`config.mk`:
```
export PLATFORM = sky130hd
export DESIGN_NAME = concat_top
export DESIGN_NICKNAME = d
export VERILOG_FILES = /design/src/hdl/concat_pkg.sv /design/src/hdl/stream_skid_buf.sv /design/src/hdl/concat_port_seq.sv /design/src/hdl/concat_byte_repack.sv /design/src/hdl/concat_top.sv
export SDC_FILE = /design/constraint.sdc
export NUM_CORES = 1
export LEC_CHECK = 0
export ABC_AREA = 1
export BUFFER_PORTS_ARGS = -buffer_cell sky130_fd_sc_hd__buf_2
export CAP_MARGIN = 20
export CORE_UTILIZATION = 45
export DETAILED_ROUTE_END_ITERATION = 7
export PLACE_DENSITY = 0.65
export SLEW_MARGIN = 0
export SYNTH_ARGS = -nofsm -noshare
export SYNTH_HDL_FRONTEND = slang
export SYNTH_SLANG_ARGS = --single-unit
export TNS_END_PERCENT = 100
```
`constraint.sdc`:
```
create_clock -name clk -period 9.7 [get_ports clk]
set_input_delay 2.425 -clock clk [delete_from_list [all_inputs] [get_ports clk]]
set_output_delay 2.425 -clock clk [all_outputs]
set_load 0.02 [all_outputs]
```
`src/hdl/concat_pkg.sv`:
```
// stream concatenator definitions

package concat_pkg;

    // byte lanes per beat
    localparam int lanes = 4;

    localparam int byte_w = 8;

    localparam int data_w = lanes * byte_w;

    localparam int id_w = 8;

    // lane offset and byte count widths
    localparam int off_w = $clog2(lanes);
    localparam int cnt_w = off_w + 1;

    // one beat of a stream
    typedef struct packed {
        logic [data_w-1:0] data;
        logic [lanes-1:0]  keep;
        logic              last;
        logic [id_w-1:0]   id;
    } beat_t;

endpackage

```
`src/hdl/stream_skid_buf.sv`:
```
// stream skid buffer

`timescale 1ns/10ps

module stream_skid_buf (
    input  logic              clk,
    input  logic              rst,

    input  concat_pkg::beat_t s_beat,
    input  logic              s_valid,
    output logic              s_ready,

    output concat_pkg::beat_t m_beat,
    output logic              m_valid,
    input  logic              m_ready
);

    concat_pkg::beat_t out_q;
    concat_pkg::beat_t tmp_q;

    logic out_valid_q;
    logic out_valid_d;
    logic tmp_valid_q;
    logic tmp_valid_d;
    logic ready_q;
    logic ready_d;

    logic in_to_out;
    logic in_to_tmp;
    logic tmp_to_out;

    assign s_ready = ready_q;
    assign m_beat  = out_q;
    assign m_valid = out_valid_q;

    // room next cycle unless the temp entry is about to fill
    assign ready_d = m_ready || (!tmp_valid_q && (!out_valid_q || !s_valid));

    always_comb begin
        out_valid_d = out_valid_q;
        tmp_valid_d = tmp_valid_q;
        in_to_out   = 1'b0;
        in_to_tmp   = 1'b0;
        tmp_to_out  = 1'b0;

        if (ready_q) begin
            if (m_ready || !out_valid_q) begin
                out_valid_d = s_valid;
                in_to_out   = 1'b1;
            end else begin
                // park the beat while the sink stalls
                tmp_valid_d = s_valid;
                in_to_tmp   = 1'b1;
            end
        end else if (m_ready) begin
            out_valid_d = tmp_valid_q;
            tmp_valid_d = 1'b0;
            tmp_to_out  = 1'b1;
        end
    end

    always_ff @(posedge clk) begin
        if (rst) begin
            out_valid_q <= 1'b0;
            tmp_valid_q <= 1'b0;
            ready_q     <= 1'b0;
        end else begin
            out_valid_q <= out_valid_d;
            tmp_valid_q <= tmp_valid_d;
            ready_q     <= ready_d;
        end
    end

    // payload registers
    always_ff @(posedge clk) begin
        if (in_to_out) begin
            out_q <= s_beat;
        end else if (tmp_to_out) begin
            out_q <= tmp_q;
        end

        if (in_to_tmp) begin
            tmp_q <= s_beat;
        end
    end

endmodule

```
`src/hdl/concat_port_seq.sv`:
```
// input port sequencer

`timescale 1ns/10ps

module concat_port_seq #(
    parameter int S_COUNT = 4
) (
    input  logic               clk,
    input  logic               rst,

    input  concat_pkg::beat_t  buf_beat [S_COUNT],
    input  logic [S_COUNT-1:0] buf_valid,
    output logic [S_COUNT-1:0] buf_ready,

    output concat_pkg::beat_t  sel_beat,
    output logic               sel_valid,
    output logic               sel_final,
    input  logic               sel_accept
);

    localparam int sel_w = $clog2(S_COUNT);

    logic [sel_w-1:0] sel_q;
    logic             last_port;
    logic             take;

    // selected buffer onto the single path
    assign sel_beat  = buf_beat[sel_q];
    assign sel_valid = buf_valid[sel_q];

    assign last_port = (sel_q == sel_w'(S_COUNT - 1));

    // frame ends with the last beat of the last port
    assign sel_final = sel_beat.last && last_port;

    assign take = sel_valid && sel_accept;

    // ready only to the selected buffer
    always_comb begin
        buf_ready = '0;
        for (int n = 0; n < S_COUNT; n++) begin
            if (sel_q == sel_w'(n)) begin
                buf_ready[n] = sel_accept;
            end
        end
    end

    always_ff @(posedge clk) begin
        if (rst) begin
            sel_q <= '0;
        end else if (take && sel_beat.last) begin
            // step to the next port and wrap back to port 0
            if (last_port) begin
                sel_q <= '0;
            end else begin
                sel_q <= sel_q + 1'b1;
            end
        end
    end

endmodule

```
`src/hdl/concat_byte_repack.sv`:
```
// byte repacker for concatenated frames

`timescale 1ns/10ps

module concat_byte_repack (
    input  logic              clk,
    input  logic              rst,

    input  concat_pkg::beat_t sel_beat,
    input  logic              sel_valid,
    input  logic              sel_final,
    output logic              sel_accept,

    output concat_pkg::beat_t pk_beat,
    output logic              pk_valid,
    input  logic              pk_ready
);

    localparam int lanes  = concat_pkg::lanes;
    localparam int byte_w = concat_pkg::byte_w;
    localparam int data_w = concat_pkg::data_w;
    localparam int off_w  = concat_pkg::off_w;
    localparam int cnt_w  = concat_pkg::cnt_w;

    // two-word shift buffer with the low word at the bottom
    logic [2*data_w-1:0]        data_q;
    logic [2*data_w-1:0]        data_d;
    logic [2*lanes-1:0]         keep_q;
    logic [2*lanes-1:0]         keep_d;
    logic [1:0]                 last_q;
    logic [1:0]                 last_d;
    logic [concat_pkg::id_w-1:0] id_q;
    logic [concat_pkg::id_w-1:0] id_d;
    logic [off_w-1:0]           offset_q;
    logic [off_w-1:0]           offset_d;

    logic [cnt_w-1:0] byte_cnt;
    logic             take;
    logic             shift;

    // low word leaves once full or closing the frame
    assign pk_valid = keep_q[lanes-1] || last_q[0];
    assign shift    = pk_valid && pk_ready;

    assign pk_beat.data = data_q[data_w-1:0];
    assign pk_beat.keep = keep_q[lanes-1:0];
    assign pk_beat.last = last_q[0];
    assign pk_beat.id   = id_q;

    // hold off while a spilled final word waits or the output stalls
    assign sel_accept = !last_q[1] && !(pk_valid && !pk_ready);
    assign take       = sel_valid && sel_accept;

    // highest set keep lane plus one
    always_comb begin
        byte_cnt = '0;
        for (int k = 0; k < lanes; k++) begin
            if (sel_beat.keep[k]) begin
                byte_cnt = cnt_w'(k + 1);
            end
        end
    end

    always_comb begin
        data_d   = data_q;
        keep_d   = keep_q;
        last_d   = last_q;
        id_d     = id_q;
        offset_d = offset_q;

        if (shift) begin
            data_d[data_w-1:0] = data_q[2*data_w-1:data_w];
            keep_d = {{lanes{1'b0}}, keep_q[2*lanes-1:lanes]};
            last_d = {1'b0, last_q[1]};
        end

        if (take) begin
            // place the beat at the running lane offset
            data_d[offset_q*byte_w +: data_w] = sel_beat.data;
            keep_d[offset_q +: lanes]         = sel_beat.keep;
            id_d     = sel_beat.id;
            offset_d = offset_q + off_w'(byte_cnt);

            if (sel_final) begin
                offset_d = '0;
                if (keep_d[2*lanes-1:lanes] != '0) begin
                    // a spill into the high word leaves two words
                    last_d[1] = 1'b1;
                end else begin
                    last_d[0] = 1'b1;
                end
            end
        end
    end

    always_ff @(posedge clk) begin
        if (rst) begin
            keep_q   <= '0;
            last_q   <= '0;
            offset_q <= '0;
        end else begin
            keep_q   <= keep_d;
            last_q   <= last_d;
            offset_q <= offset_d;
        end
    end

    always_ff @(posedge clk) begin
        data_q <= data_d;
        id_q   <= id_d;
    end

endmodule

```
`src/hdl/concat_top.sv`:
```
// stream frame concatenator

`timescale 1ns/10ps

module concat_top #(
    parameter int S_COUNT = 4
) (
    input  logic               clk,
    input  logic               rst,

    input  concat_pkg::beat_t  in_beat [S_COUNT],
    input  logic [S_COUNT-1:0] in_valid,
    output logic [S_COUNT-1:0] in_ready,

    output concat_pkg::beat_t  out_beat,
    output logic               out_valid,
    input  logic               out_ready
);

    concat_pkg::beat_t  buf_beat [S_COUNT];
    logic [S_COUNT-1:0] buf_valid;
    logic [S_COUNT-1:0] buf_ready;

    concat_pkg::beat_t sel_beat;
    logic              sel_valid;
    logic              sel_final;
    logic              sel_accept;

    concat_pkg::beat_t pk_beat;
    logic              pk_valid;
    logic              pk_ready;

    // one buffer per input
    for (genvar n = 0; n < S_COUNT; n++) begin : g_in_buf
        stream_skid_buf u_in_buf (
            .clk     (clk),
            .rst     (rst),
            .s_beat  (in_beat[n]),
            .s_valid (in_valid[n]),
            .s_ready (in_ready[n]),
            .m_beat  (buf_beat[n]),
            .m_valid (buf_valid[n]),
            .m_ready (buf_ready[n])
        );
    end

    concat_port_seq #(
        .S_COUNT (S_COUNT)
    ) u_port_seq (
        .clk        (clk),
        .rst        (rst),
        .buf_beat   (buf_beat),
        .buf_valid  (buf_valid),
        .buf_ready  (buf_ready),
        .sel_beat   (sel_beat),
        .sel_valid  (sel_valid),
        .sel_final  (sel_final),
        .sel_accept (sel_accept)
    );

    concat_byte_repack u_repack (
        .clk        (clk),
        .rst        (rst),
        .sel_beat   (sel_beat),
        .sel_valid  (sel_valid),
        .sel_final  (sel_final),
        .sel_accept (sel_accept),
        .pk_beat    (pk_beat),
        .pk_valid   (pk_valid),
        .pk_ready   (pk_ready)
    );

    stream_skid_buf u_out_buf (
        .clk     (clk),
        .rst     (rst),
        .s_beat  (pk_beat),
        .s_valid (pk_valid),
        .s_ready (pk_ready),
        .m_beat  (out_beat),
        .m_valid (out_valid),
        .m_ready (out_ready)
    );

endmodule

```
Word level (Yosys, flattened, before mapping). Cells that the tools add are included.

Flip-flop bits (word level): 551. Input port bits: 187. Memory bits (read-only): 0. Latch bits: 0. Memory bits (writable): 0. Output and inout bits: 50. Memories kept: 0. Word-level logic and storage cells: 249.

Bitwise gates (word level): 1. Equal/unequal tests: 13. Divide/modulo/power cells: 0. Add/sub/neg operators: 4. Shift operators: 4. Multipliers: 0. Magnitude comparators: 2. Reduce and logical (&&, ||, !) cells: 67. Muxes and demuxes: 96.

Operators by type and width (count): 45-bit two-way mux (12); 45-bit binary-select mux with 2-bit select (1); 1-bit two-way mux (68); 64-bit bitwise mux (1); 32-bit two-way mux (2); 32-bit by 34-bit variable shift with 64-bit output, first input constant (1); 32-bit by 34-bit indexed part select with 64-bit output (1); 5-bit negation with 34-bit output (1); 2-bit != test, second input constant (10); 2-bit AND reduction (10); 2-bit nonzero test (10); 1-bit zero test (18); 1-bit logical OR (16); 2-bit two-way mux (8); 8-bit two-way mux (2); 1-bit logical AND (11); 8-bit bitwise mux (1); 4-bit by 4-bit variable shift with 8-bit output, first input constant (1); 4-bit by 4-bit indexed part select with 8-bit output (1); 2-bit equality test, second input constant (2); 2-bit negation with 4-bit output (1); 4-bit nonzero test (1); 3-bit greater-or-equal comparator, second input constant (1); 2-bit by 3-bit less-than comparator with 1-bit output, second input constant (1); other kinds (6) (6).

Longest topological paths before layout. Gate-level depths: netlist of run 1.

Depth after elaboration: 10. Depth in mapped cells: 15. Depth with buffers taken out: 13.

Hierarchy. From an unflattened synthesis of run 1, not the netlist that was laid out.

Cells, all modules: 2331. Area, all modules: 24448.4 µm².

By module, submodules not included: stream_skid_buf (sequential area each 2762.6 µm², times used 5, area an instance 3544.6 µm², cells an instance 264); concat_byte_repack (sequential area each 2082.0 µm², times used 1, area an instance 5247.5 µm², cells an instance 712); concat_port_seq (sequential area each 40.0 µm², times used 1, area an instance 1477.7 µm², cells an instance 299).

Least setup slack after synthesis of run 1. OpenSTA, ideal clock, no wires.

Path kind: input -> register. Start point: input out_ready. End point: register u_out_buf.tmp_q[0] (netlist name) (enable). Library setup time: 0.448 ns. Stages on the path: 3. Data arrival time: 4.486 ns. Required time: 9.252 ns. Path slack: 4.766 ns. Buffers on the path: 0. Path through: inv_1 > nand2_1 > nor2_1.

Word-level cells in the longest chain between the ends: 3.

RTL lines: start, declared (line concat_top.sv:17) `input logic out_ready`; 1-bit logical OR (line stream_skid_buf.sv:47) `if (m_ready || !out_valid_q) begin`; 1-bit two-way mux (line stream_skid_buf.sv:47); 1-bit two-way mux (line stream_skid_buf.sv:46) `if (ready_q) begin`; via u_out_buf.in_to_tmp (line stream_skid_buf.sv:29) `logic in_to_tmp;`; end signal, assigned (line stream_skid_buf.sv:83) `tmp_q <= s_beat;`; end, declared (line stream_skid_buf.sv:19) `concat_pkg::beat_t tmp_q;`.

The timed path passes the listed nets, and every way through them passes these cells. A chain may end at the register's enable or synchronous reset.

==> reports/metrics.cfg, run 1 <==
[outcome]
status = complete, no violations

[placement]
pre_cts_ws_ns = 5.01
numPortBuffers = 236
place_congestion = 0.891
hpwl_um = 39000
dp_cells = 2690
dpl-instance-area_um2 = 24900

[logic_synthesis]
synth_top_flop_cell = edfxtp_1
synth-edff-count = 490
post-synth-top-count-cell = nand2_1
synth_seq_area_share = 0.685
yosys.area.top_type = edfxtp_1
syn_area_um2 = 23300
yosys_warnings = 0
async_reset_ff_frac = 0
synthesis.nets = 2062
synth-seq-cells = 551
yosys-top-cells-area = edfxtp_1, nand2_1, mux2_2
synth_cells = 1864
synth_area_per_cell_um2 = 12.5
synth_top_area_frac = 0.632
ys_types = 42
synthTopCellsByCount = nand2_1, edfxtp_1, mux2_2, nand3_1, nor2_1

[routing]
dr.pass1.iters = 5
drtIter0Drc = 1394
vias = 15205
post-route-drc-count = 0
routed_wl_um = 59400
wl_per_cell_um = 21.2
ant_nets = 0
via_per_inst = 5.43

[setup_path]
crit_top_cell = buf_4
cp.required_ns = 10.03
cp.arrival_ns = 4.07
critPathMaxFanout = 63
crit_type = reg2reg
cpMaxStageDelayCell = dfxtp_1
critPathTopFamily = buffers and inverters
setup.worst_path.end_class = flop
path_cells = inv_1, ha_1, buf_4, inv_1, buf_4, o21ai_0, nand2_1, o21a_1, nor3_1, buf_4
critical-path-max-stage-delay_ns = 0.64
critPathLaunchType = flop
worst-path-buf-inv = 5

[global_routing]
grt_pass1_vias = 14673
grt_usage = 0.225
grt_pass1_wl_um = 89800
grt_start_max_net_pins = 80
antenna_found_initial = 2
gr-total-overflow = 0

[floorplanning]
die_width_um = 229
fp.dieH_um = 229
initial_core_util = 0.460
boundaryPins = 237
fp.coreArea_um2 = 50600
num_rows = 82
die_area_um2 = 52600

[sta]
finalCritPeriodShare = 0.386
setup_viol = 0
slew_headroom = 0.291
fmax_mhz = 267
rsz0062_at_grt = false
drv_slew = 0
tns_ns = 0
min_period_ns = 3.75
tightest_slew_ns = 1.06
hold_viol_final = 0
setup_slack_ns = 5.95
skew_ns = 0.0197

[layout]
fin_nets = 2278
syn2layout_area_growth_pct = 15.8
layout-drive-gt1-share = 0.244
fin_util = 0.533
fin_cells = 2802
final_area_um2 = 27000

[clocking]
cts_tree = done
clk_path_buf_depth = 3
cts_buffers = 57
cts_resized = 0
post_cts_buffers = 0
cts_num_sinks = 551
h-tree-depth = 2
clkSlewWorstSetupHoldPaths_ns = 0.06
postCtsHoldBufs = 0
insertion_delay_ns = 0.62
cts-root-buf = clkbuf_16

[power_and_ir_drop]
ir_worst_vdd_mv = 0.165
leakagePower_nw = 10.3
power.density_nw_per_um2 = 257

[job]
maxCapViolations = 0

[hold_path]
hold_path.class = reg2reg

-- sequential cells by signal, summed over array words and instances, names as in the netlist --
name                           flops
g_in_buf.u_in_buf.m_beat         180
g_in_buf.u_in_buf.m_valid          4
g_in_buf.u_in_buf.s_ready          4
g_in_buf.u_in_buf.tmp_q          180
g_in_buf.u_in_buf.tmp_valid_q      4
u_out_buf.m_beat                  45
u_out_buf.m_valid                  1
u_out_buf.s_ready                  1
u_out_buf.tmp_q                   45
u_out_buf.tmp_valid_q              1
u_port_seq.sel_q                   2
u_repack.data_q                   64
u_repack.id_q                      8
u_repack.keep_q                    8
u_repack.last_q                    2
u_repack.offset_q                  2
-- layout by cell type, fill, tap and decap left out, drive strengths merged, types with 2 or more instances in the layout --
cell type  instances
o211ai             7
a31oi              7
inv               86
a21oi             55
o21ai             70
edfxtp           490
dfxtp             61
nand3            115
buf              258
diode              2
nand4              3
clkbuf            71
a32oi             16
ha                11
bufinv             9
nor2              86
o221ai             9
clkinvlp           3
a211oi             2
a221oi             3
xor2               2
o21a               2
o22ai             53
nand2            499
nor3               2
mux2             180
clkinv            23
-- metrics by stage --
step	hold slack, ns	power, mW
floorplan	0.408	4.14
global placement	0.410	4.63
detailed placement	0.416	4.65
CTS	0.433	6.94
global route	0.461	7.21
finish	0.436	6.92
-- area by class of cell --
cell class / count / area (um^2)
antenna: 2 / 5.00
clock buffer: 71 / 1520
clock inverter: 36 / 448
fill: 4278 / 23600
inverter: 85 / 320
multi-input combinational: 1127 / 6490
sequential: 551 / 15900
tap: 672 / 841
timing repair buffer: 258 / 1390
-- report_power, final --
part | leakage (nW) | switching (mW) | internal [mW] | total (mW)
Clock | 0.959 | 0.932 | 1.36 | 2.29
Combinational | 4.23 | 1.06 | 0.467 | 1.53
Sequential | 5.14 | 0.145 | 2.96 | 3.10
Total | 10.3 | 2.14 | 4.78 | 6.92
-- logic make-up after synthesis --
kind of cell,count (synthesis),synth area share
flops,551,0.685
mux,180,0.0871
buf+inv,186,0.0385
xor+xnor,2,0.000753
compound gates,225,0.0584
fa+ha+maj,11,0.00592
simple gates,709,0.124
-- worst paths after layout --
check	startpoint	end	slack, ns	cells after the start
max	u_repack.offset_q[0]	u_repack.data_q[45]	5.95	10
min	u_repack.keep_q[1]	u_out_buf.tmp_q[10]	0.44	0
max reg2reg	u_repack.offset_q[0]	u_repack.data_q[45]	5.95	10
min reg2reg	u_repack.keep_q[1]	u_out_buf.tmp_q[10]	0.44	0
-- worst register-to-register path, delay by kind of cell (launching register included) --
kind | cells | cell delay, ns
buf+inv | 5 | 1.49
fa+ha+maj | 1 | 0.34
simple gates | 2 | 0.60
flops | 1 | 0.64
compound gates | 2 | 0.39
-- layer usage --
metal / part of all wire / wire length, um / global-route usage
met5: 0 / 0 / 0
met4: 0.027 / 1610 / 0.0713
met3: 0.062 / 3670 / 0.0314
met2: 0.46 / 27300 / 0.351
met1: 0.45 / 26800 / 0.327
Note: power is estimated with default switching activity, not from simulation.
==> inputs of run 2 (changes only) <==
--- a/config.mk
+++ b/config.mk
@@ -10,7 +10,7 @@
 export CAP_MARGIN = 20
 export CORE_UTILIZATION = 45
 export DETAILED_ROUTE_END_ITERATION = 7
-export PLACE_DENSITY = 0.65
+export PLACE_DENSITY = 0.67
 export SLEW_MARGIN = 0
 export SYNTH_ARGS = -nofsm -noshare
 export SYNTH_HDL_FRONTEND = slang
==> constraint.sdc (replaced) <==
create_clock -name clk -period 3.4 [get_ports clk]
set_input_delay 0.85 -clock clk [delete_from_list [all_inputs] [get_ports clk]]
set_output_delay 0.85 -clock clk [all_outputs]
set_load 0.02 [all_outputs]
==> reports/metrics.cfg, run 2 (same netlist as run 1, synthesis figures left out) <==
[global_routing]
grt_pass1_wl_um = 91500  ; +1.9%
grt_usage = 0.229  ; +0.00392
grt_start_max_net_pins = 80  ; unchanged
antenna_found_initial = 1  ; -1
grt_pass1_vias = 15065  ; +2.7%
gr-total-overflow = 0  ; unchanged

[clocking]
h-tree-depth = 2  ; unchanged
postCtsHoldBufs = 0  ; unchanged
cts_buffers = 57  ; unchanged
cts_num_sinks = 551  ; unchanged
cts-root-buf = clkbuf_16
clk_path_buf_depth = 3  ; unchanged
post_cts_buffers = 0  ; unchanged
clkSlewWorstSetupHoldPaths_ns = 0.06  ; about the same
cts_resized = 0  ; unchanged
cts_tree = done
insertion_delay_ns = 0.62  ; about the same

[hold_path]
hold_path.class = in2reg

[placement]
numPortBuffers = 236  ; unchanged
pre_cts_ws_ns = 0.713  ; -4.30 ns
place_congestion = 0.899  ; +0.90%
hpwl_um = 40300  ; +3.3%

[setup_path]
cp.arrival_ns = 3.22  ; -0.85 ns
path_cells = inv_1, ha_1, inv_1, buf_4, nor2_1, clkinv_1, buf_4, nor2_1, o21ai_0, nand3_1, o21ai_1, inv_1
critPathLaunchType = flop
crit_type = reg2reg
critPathMaxFanout = 31  ; -51%
setup.worst_path.end_class = flop
cp.required_ns = 3.90  ; -6.13 ns
crit_top_cell = inv_1
critical-path-max-stage-delay_ns = 0.61  ; -0.03 ns
cpMaxStageDelayCell = dfxtp_1

[routing]
wl_per_cell_um = 21.4  ; +0.95%
routed_wl_um = 60300  ; +1.5%
post-route-drc-count = 0  ; unchanged
drtIter0Drc = 1260  ; -9.6%
vias = 15298  ; +0.61%
dr.pass1.iters = 5  ; unchanged
via_per_inst = 5.43  ; about the same
ant_nets = 0  ; unchanged

[sta]
min_period_ns = 2.72  ; -1.03 ns
holdWs_ns = 0.416  ; -0.0200 ns
tightest_slew_ns = 1.08  ; +0.0231 ns
hold_viol_final = 0  ; unchanged
drv_slew = 0  ; unchanged
slew_headroom = 0.277  ; -0.0137
setup_viol = 0  ; unchanged
setup_slack_ns = 0.682  ; -5.27 ns
fmax_mhz = 368  ; +38%
skew_ns = 0.0208  ; +0.00109 ns
finalCritPeriodShare = 0.799  ; +0.413
tns_ns = 0  ; unchanged
rsz0062_at_grt = false

[floorplanning]
num_rows = 82  ; unchanged
die_width_um = 229  ; unchanged
fp.dieH_um = 229  ; unchanged
fp.coreArea_um2 = 50600  ; unchanged
initial_core_util = 0.460  ; unchanged
die_area_um2 = 52600  ; unchanged
boundaryPins = 237  ; unchanged

[layout]
fin_nets = 2293  ; +0.66%
syn2layout_area_growth_pct = 16.6
layout-drive-gt1-share = 0.250  ; +0.00564
mostFrequentLayoutCells = edfxtp_1, nand2_1, buf_2
final_common_cell = edfxtp_1

[power_and_ir_drop]
ir_worst_vdd_mv = 0.569  ; +240%
power.density_nw_per_um2 = 733  ; +190%
leakagePower_nw = 10.4  ; +0.83%

[outcome]
status = complete, no violations

[job]
maxCapViolations = 0  ; unchanged

run 2: final cells by class:
type,instances,area [um^2]
fill,4286,23500
clock buffer,69,1480
inverter,85,319
antenna,1,2.50
timing repair buffer,273,1570
clock inverter,39,479
tap,672,841
sequential,551,15900
multi-input combinational,1127,6490
run 2: report_power, final:
part | switching (mW) | leakage (nW) | total [mW] | internal (mW)
Sequential | 0.392 | 5.14 | 8.82 | 8.43
Combinational | 3.11 | 4.32 | 4.52 | 1.41
Clock | 2.66 | 0.950 | 6.54 | 3.88
run 2: per-stage QoR:
step | util | power [mW] | instance area (um^2) | instances
after floorplan | - | 11.8 | 23300 | 1864
after global placement | 0.497 | 13.4 | 25200 | 2708
after detailed placement | 0.497 | 13.4 | 25200 | 2708
after CTS | 0.536 | 20.0 | 27100 | 2816
after global routing | 0.536 | 20.8 | 27100 | 2817
final | 0.536 | 19.9 | 27100 | 2817
run 2: layer usage:
metal | part of all wire | wire, um | global-route usage
met1 | 0.45 | 26900 | 0.328
met2 | 0.46 | 27600 | 0.356
met3 | 0.077 | 4660 | 0.0493
met4 | 0.019 | 1160 | 0.0558
met5 | 0 | 0 | 0
run 2: worst paths after layout:
kind              slack (ns)  cells past startpoint                 start                        endpoint
setup / recovery        0.68                     12  u_repack.offset_q[0]             u_repack.data_q[30]
hold / removal          0.42                      1           in_beat[30]  g_in_buf[3].u_in_buf.tmp_q[30]
setup reg to reg        0.68                     12  u_repack.offset_q[0]             u_repack.data_q[30]
hold reg to reg         0.43                      0    u_repack.keep_q[1]             u_out_buf.tmp_q[10]
run 2: worst max-delay path, delay by kind of cell, from the launching register on:
kind	cells	cell delay (ns)
buf+inv	6	1.03
compound gates	2	0.30
simple gates	3	0.27
fa+ha+maj	1	0.36
flops	1	0.61
==> inputs of run 3 (changes only) <==
==> constraint.sdc (replaced) <==
create_clock -name clk -period 2.5 [get_ports clk]
set_input_delay 0.625 -clock clk [delete_from_list [all_inputs] [get_ports clk]]
set_output_delay 0.625 -clock clk [all_outputs]
set_load 0.02 [all_outputs]
==> reports/metrics.cfg, run 3 (same netlist as run 1, synthesis figures left out) <==
[outcome]
status = complete, no violations

[setup_path]
setup.worst_path.end_class = flop
critical-path-max-stage-delay_ns = 0.51  ; -0.10 ns
critPathMaxFanout = 40  ; +29%
cpMaxStageDelayCell = dfxtp_2
cp.required_ns = 2.86  ; -1.04 ns
crit_type = reg2reg
critPathLaunchType = flop
worst-path-buf-inv = 2  ; -4
path_cells = inv_2, ha_1, nand2_1, nand2_2, nand2_4, buf_12, mux2_2
critPathTopFamily = buffers and inverters
cp.arrival_ns = 2.70  ; -0.52 ns

[sta]
tightest_slew_ns = 0.852  ; -0.228 ns
tns_ns = 0  ; unchanged
drv_slew = 0  ; unchanged
skew_ns = 0.0277  ; +0.00688 ns
finalCritPeriodShare = 0.936  ; +0.137
fmax_mhz = 427  ; +16%
rsz0062_at_grt = false
setup_viol = 0  ; unchanged
hold_viol_final = 0  ; unchanged
slew_headroom = 0.430  ; +0.153
min_period_ns = 2.34  ; -0.376 ns

[clocking]
cts_resized = 0  ; unchanged
post_cts_buffers = 0  ; unchanged
postCtsHoldBufs = 0  ; unchanged
cts-root-buf = clkbuf_16
cts_buffers = 55  ; -3.5%
insertion_delay_ns = 0.62  ; about the same
h-tree-depth = 2  ; unchanged
cts_tree = done
cts_num_sinks = 551  ; unchanged
clk_path_buf_depth = 3  ; unchanged
clkSlewWorstSetupHoldPaths_ns = 0.06  ; about the same

[routing]
post-route-drc-count = 0  ; unchanged
dr.pass1.iters = 6  ; +1
wl_per_cell_um = 21.1  ; -1.7%
via_per_inst = 5.40  ; -0.61%
routed_wl_um = 59700  ; -0.98%
ant_nets = 0  ; unchanged
vias = 15313  ; +0.098%
drtIter0Drc = 1402  ; +11%

[global_routing]
grt_start_max_net_pins = 49  ; -39%
grt_usage = 0.227  ; -0.00277
gr-total-overflow = 0  ; unchanged
grt_pass1_vias = 15043  ; -0.15%
grt_pass1_wl_um = 90400  ; -1.2%
antenna_found_initial = 1  ; unchanged

[layout]
syn2layout_area_growth_pct = 17.3
antennaDiodeCount = 0  ; -1
fin_nets = 2317  ; +1.0%
final_area_um2 = 27300  ; +0.60%
final_common_cell = edfxtp_1
fin_util = 0.539  ; +0.00319
mostFrequentLayoutCells = edfxtp_1, nand2_1, buf_2
layout-drive-gt1-share = 0.256  ; +0.00636

[placement]
place_congestion = 0.962  ; +7.1%
numPortBuffers = 236  ; unchanged
dpl-instance-area_um2 = 25500  ; +1.2%
hpwl_um = 41400  ; +2.6%

[floorplanning]
boundaryPins = 237  ; unchanged
fp.coreArea_um2 = 50600  ; unchanged
initial_core_util = 0.460  ; unchanged
num_rows = 82  ; unchanged
fp.dieH_um = 229  ; unchanged
die_width_um = 229  ; unchanged
die_area_um2 = 52600  ; unchanged

[power_and_ir_drop]
ir_worst_vdd_mv = 0.605  ; +6.3%
leakagePower_nw = 10.5  ; +0.87%
power.density_nw_per_um2 = 975  ; +33%
finalPower_mw = 26.6  ; +34%

[hold_path]
hold_path.class = in2reg

[job]
maxCapViolations = 0  ; unchanged

==> run 3: cell count changes in the layout (fill, tap and decap cells not counted), moves of 2 or more <==
cell	before	now
clkinv_1	8	12
buf_12	9	14
bufinv_16	10	6
nand2_2	9	7
clkinvlp_4	5	2
buf_4	28	49
clkbuf_16	57	55
clkinv_4	1	3
clkinv_2	12	9
nand2_8	0	2
inv_6	3	1
==> run 3: final timing paths <==
path / startpoint / to / slack (ns) / cells past startpoint
setup reg to reg: u_port_seq.sel_q[1] / g_in_buf[1].u_in_buf.m_beat[44] / 0.16 / 7
hold reg to reg: u_repack.id_q[7] / u_out_buf.tmp_q[7] / 0.45 / 0
hold / removal: in_beat[169] / g_in_buf[0].u_in_buf.tmp_q[34] / 0.19 / 1
setup / recovery: u_port_seq.sel_q[1] / g_in_buf[1].u_in_buf.m_beat[44] / 0.16 / 7
==> run 3: area by class of cell <==
cell class,count,area [um^2]
sequential,551,15900
inverter,85,319
tap,672,841
multi-input combinational,1127,6540
clock buffer,69,1450
timing repair buffer,299,1830
fill,4203,23300
clock inverter,34,363
==> run 3: routing by layer <==
metal | track usage | vias up | share of wire
met5 | 0 | - | 0
met4 | 0.0608 | 0 | 0.023
met3 | 0.0369 | 84 | 0.066
met2 | 0.367 | 590 | 0.48
met1 | 0.317 | 7465 | 0.44
li1 | - | 7174 | -
==> run 3: power by group <==
| part | switching [mW] | internal, mW |
|---|---|---|
| Clock | 3.53 | 4.75 |
| Combinational | 4.25 | 2.05 |
| Sequential | 0.557 | 11.5 |
| Total | 8.33 | 18.3 |
==> run 3: metrics by stage <==
step | hold slack, ns | instances | setup slack, ns
finish | 0.191 | 2837 | 0.159
global route | 0.157 | 2837 | 0.0102
CTS | 0.152 | 2837 | 0.194
detailed placement | 0.442 | 2734 | 0.188
global placement | 0.432 | 2734 | 0.258
floorplan | 0.408 | 1864 | -0.456
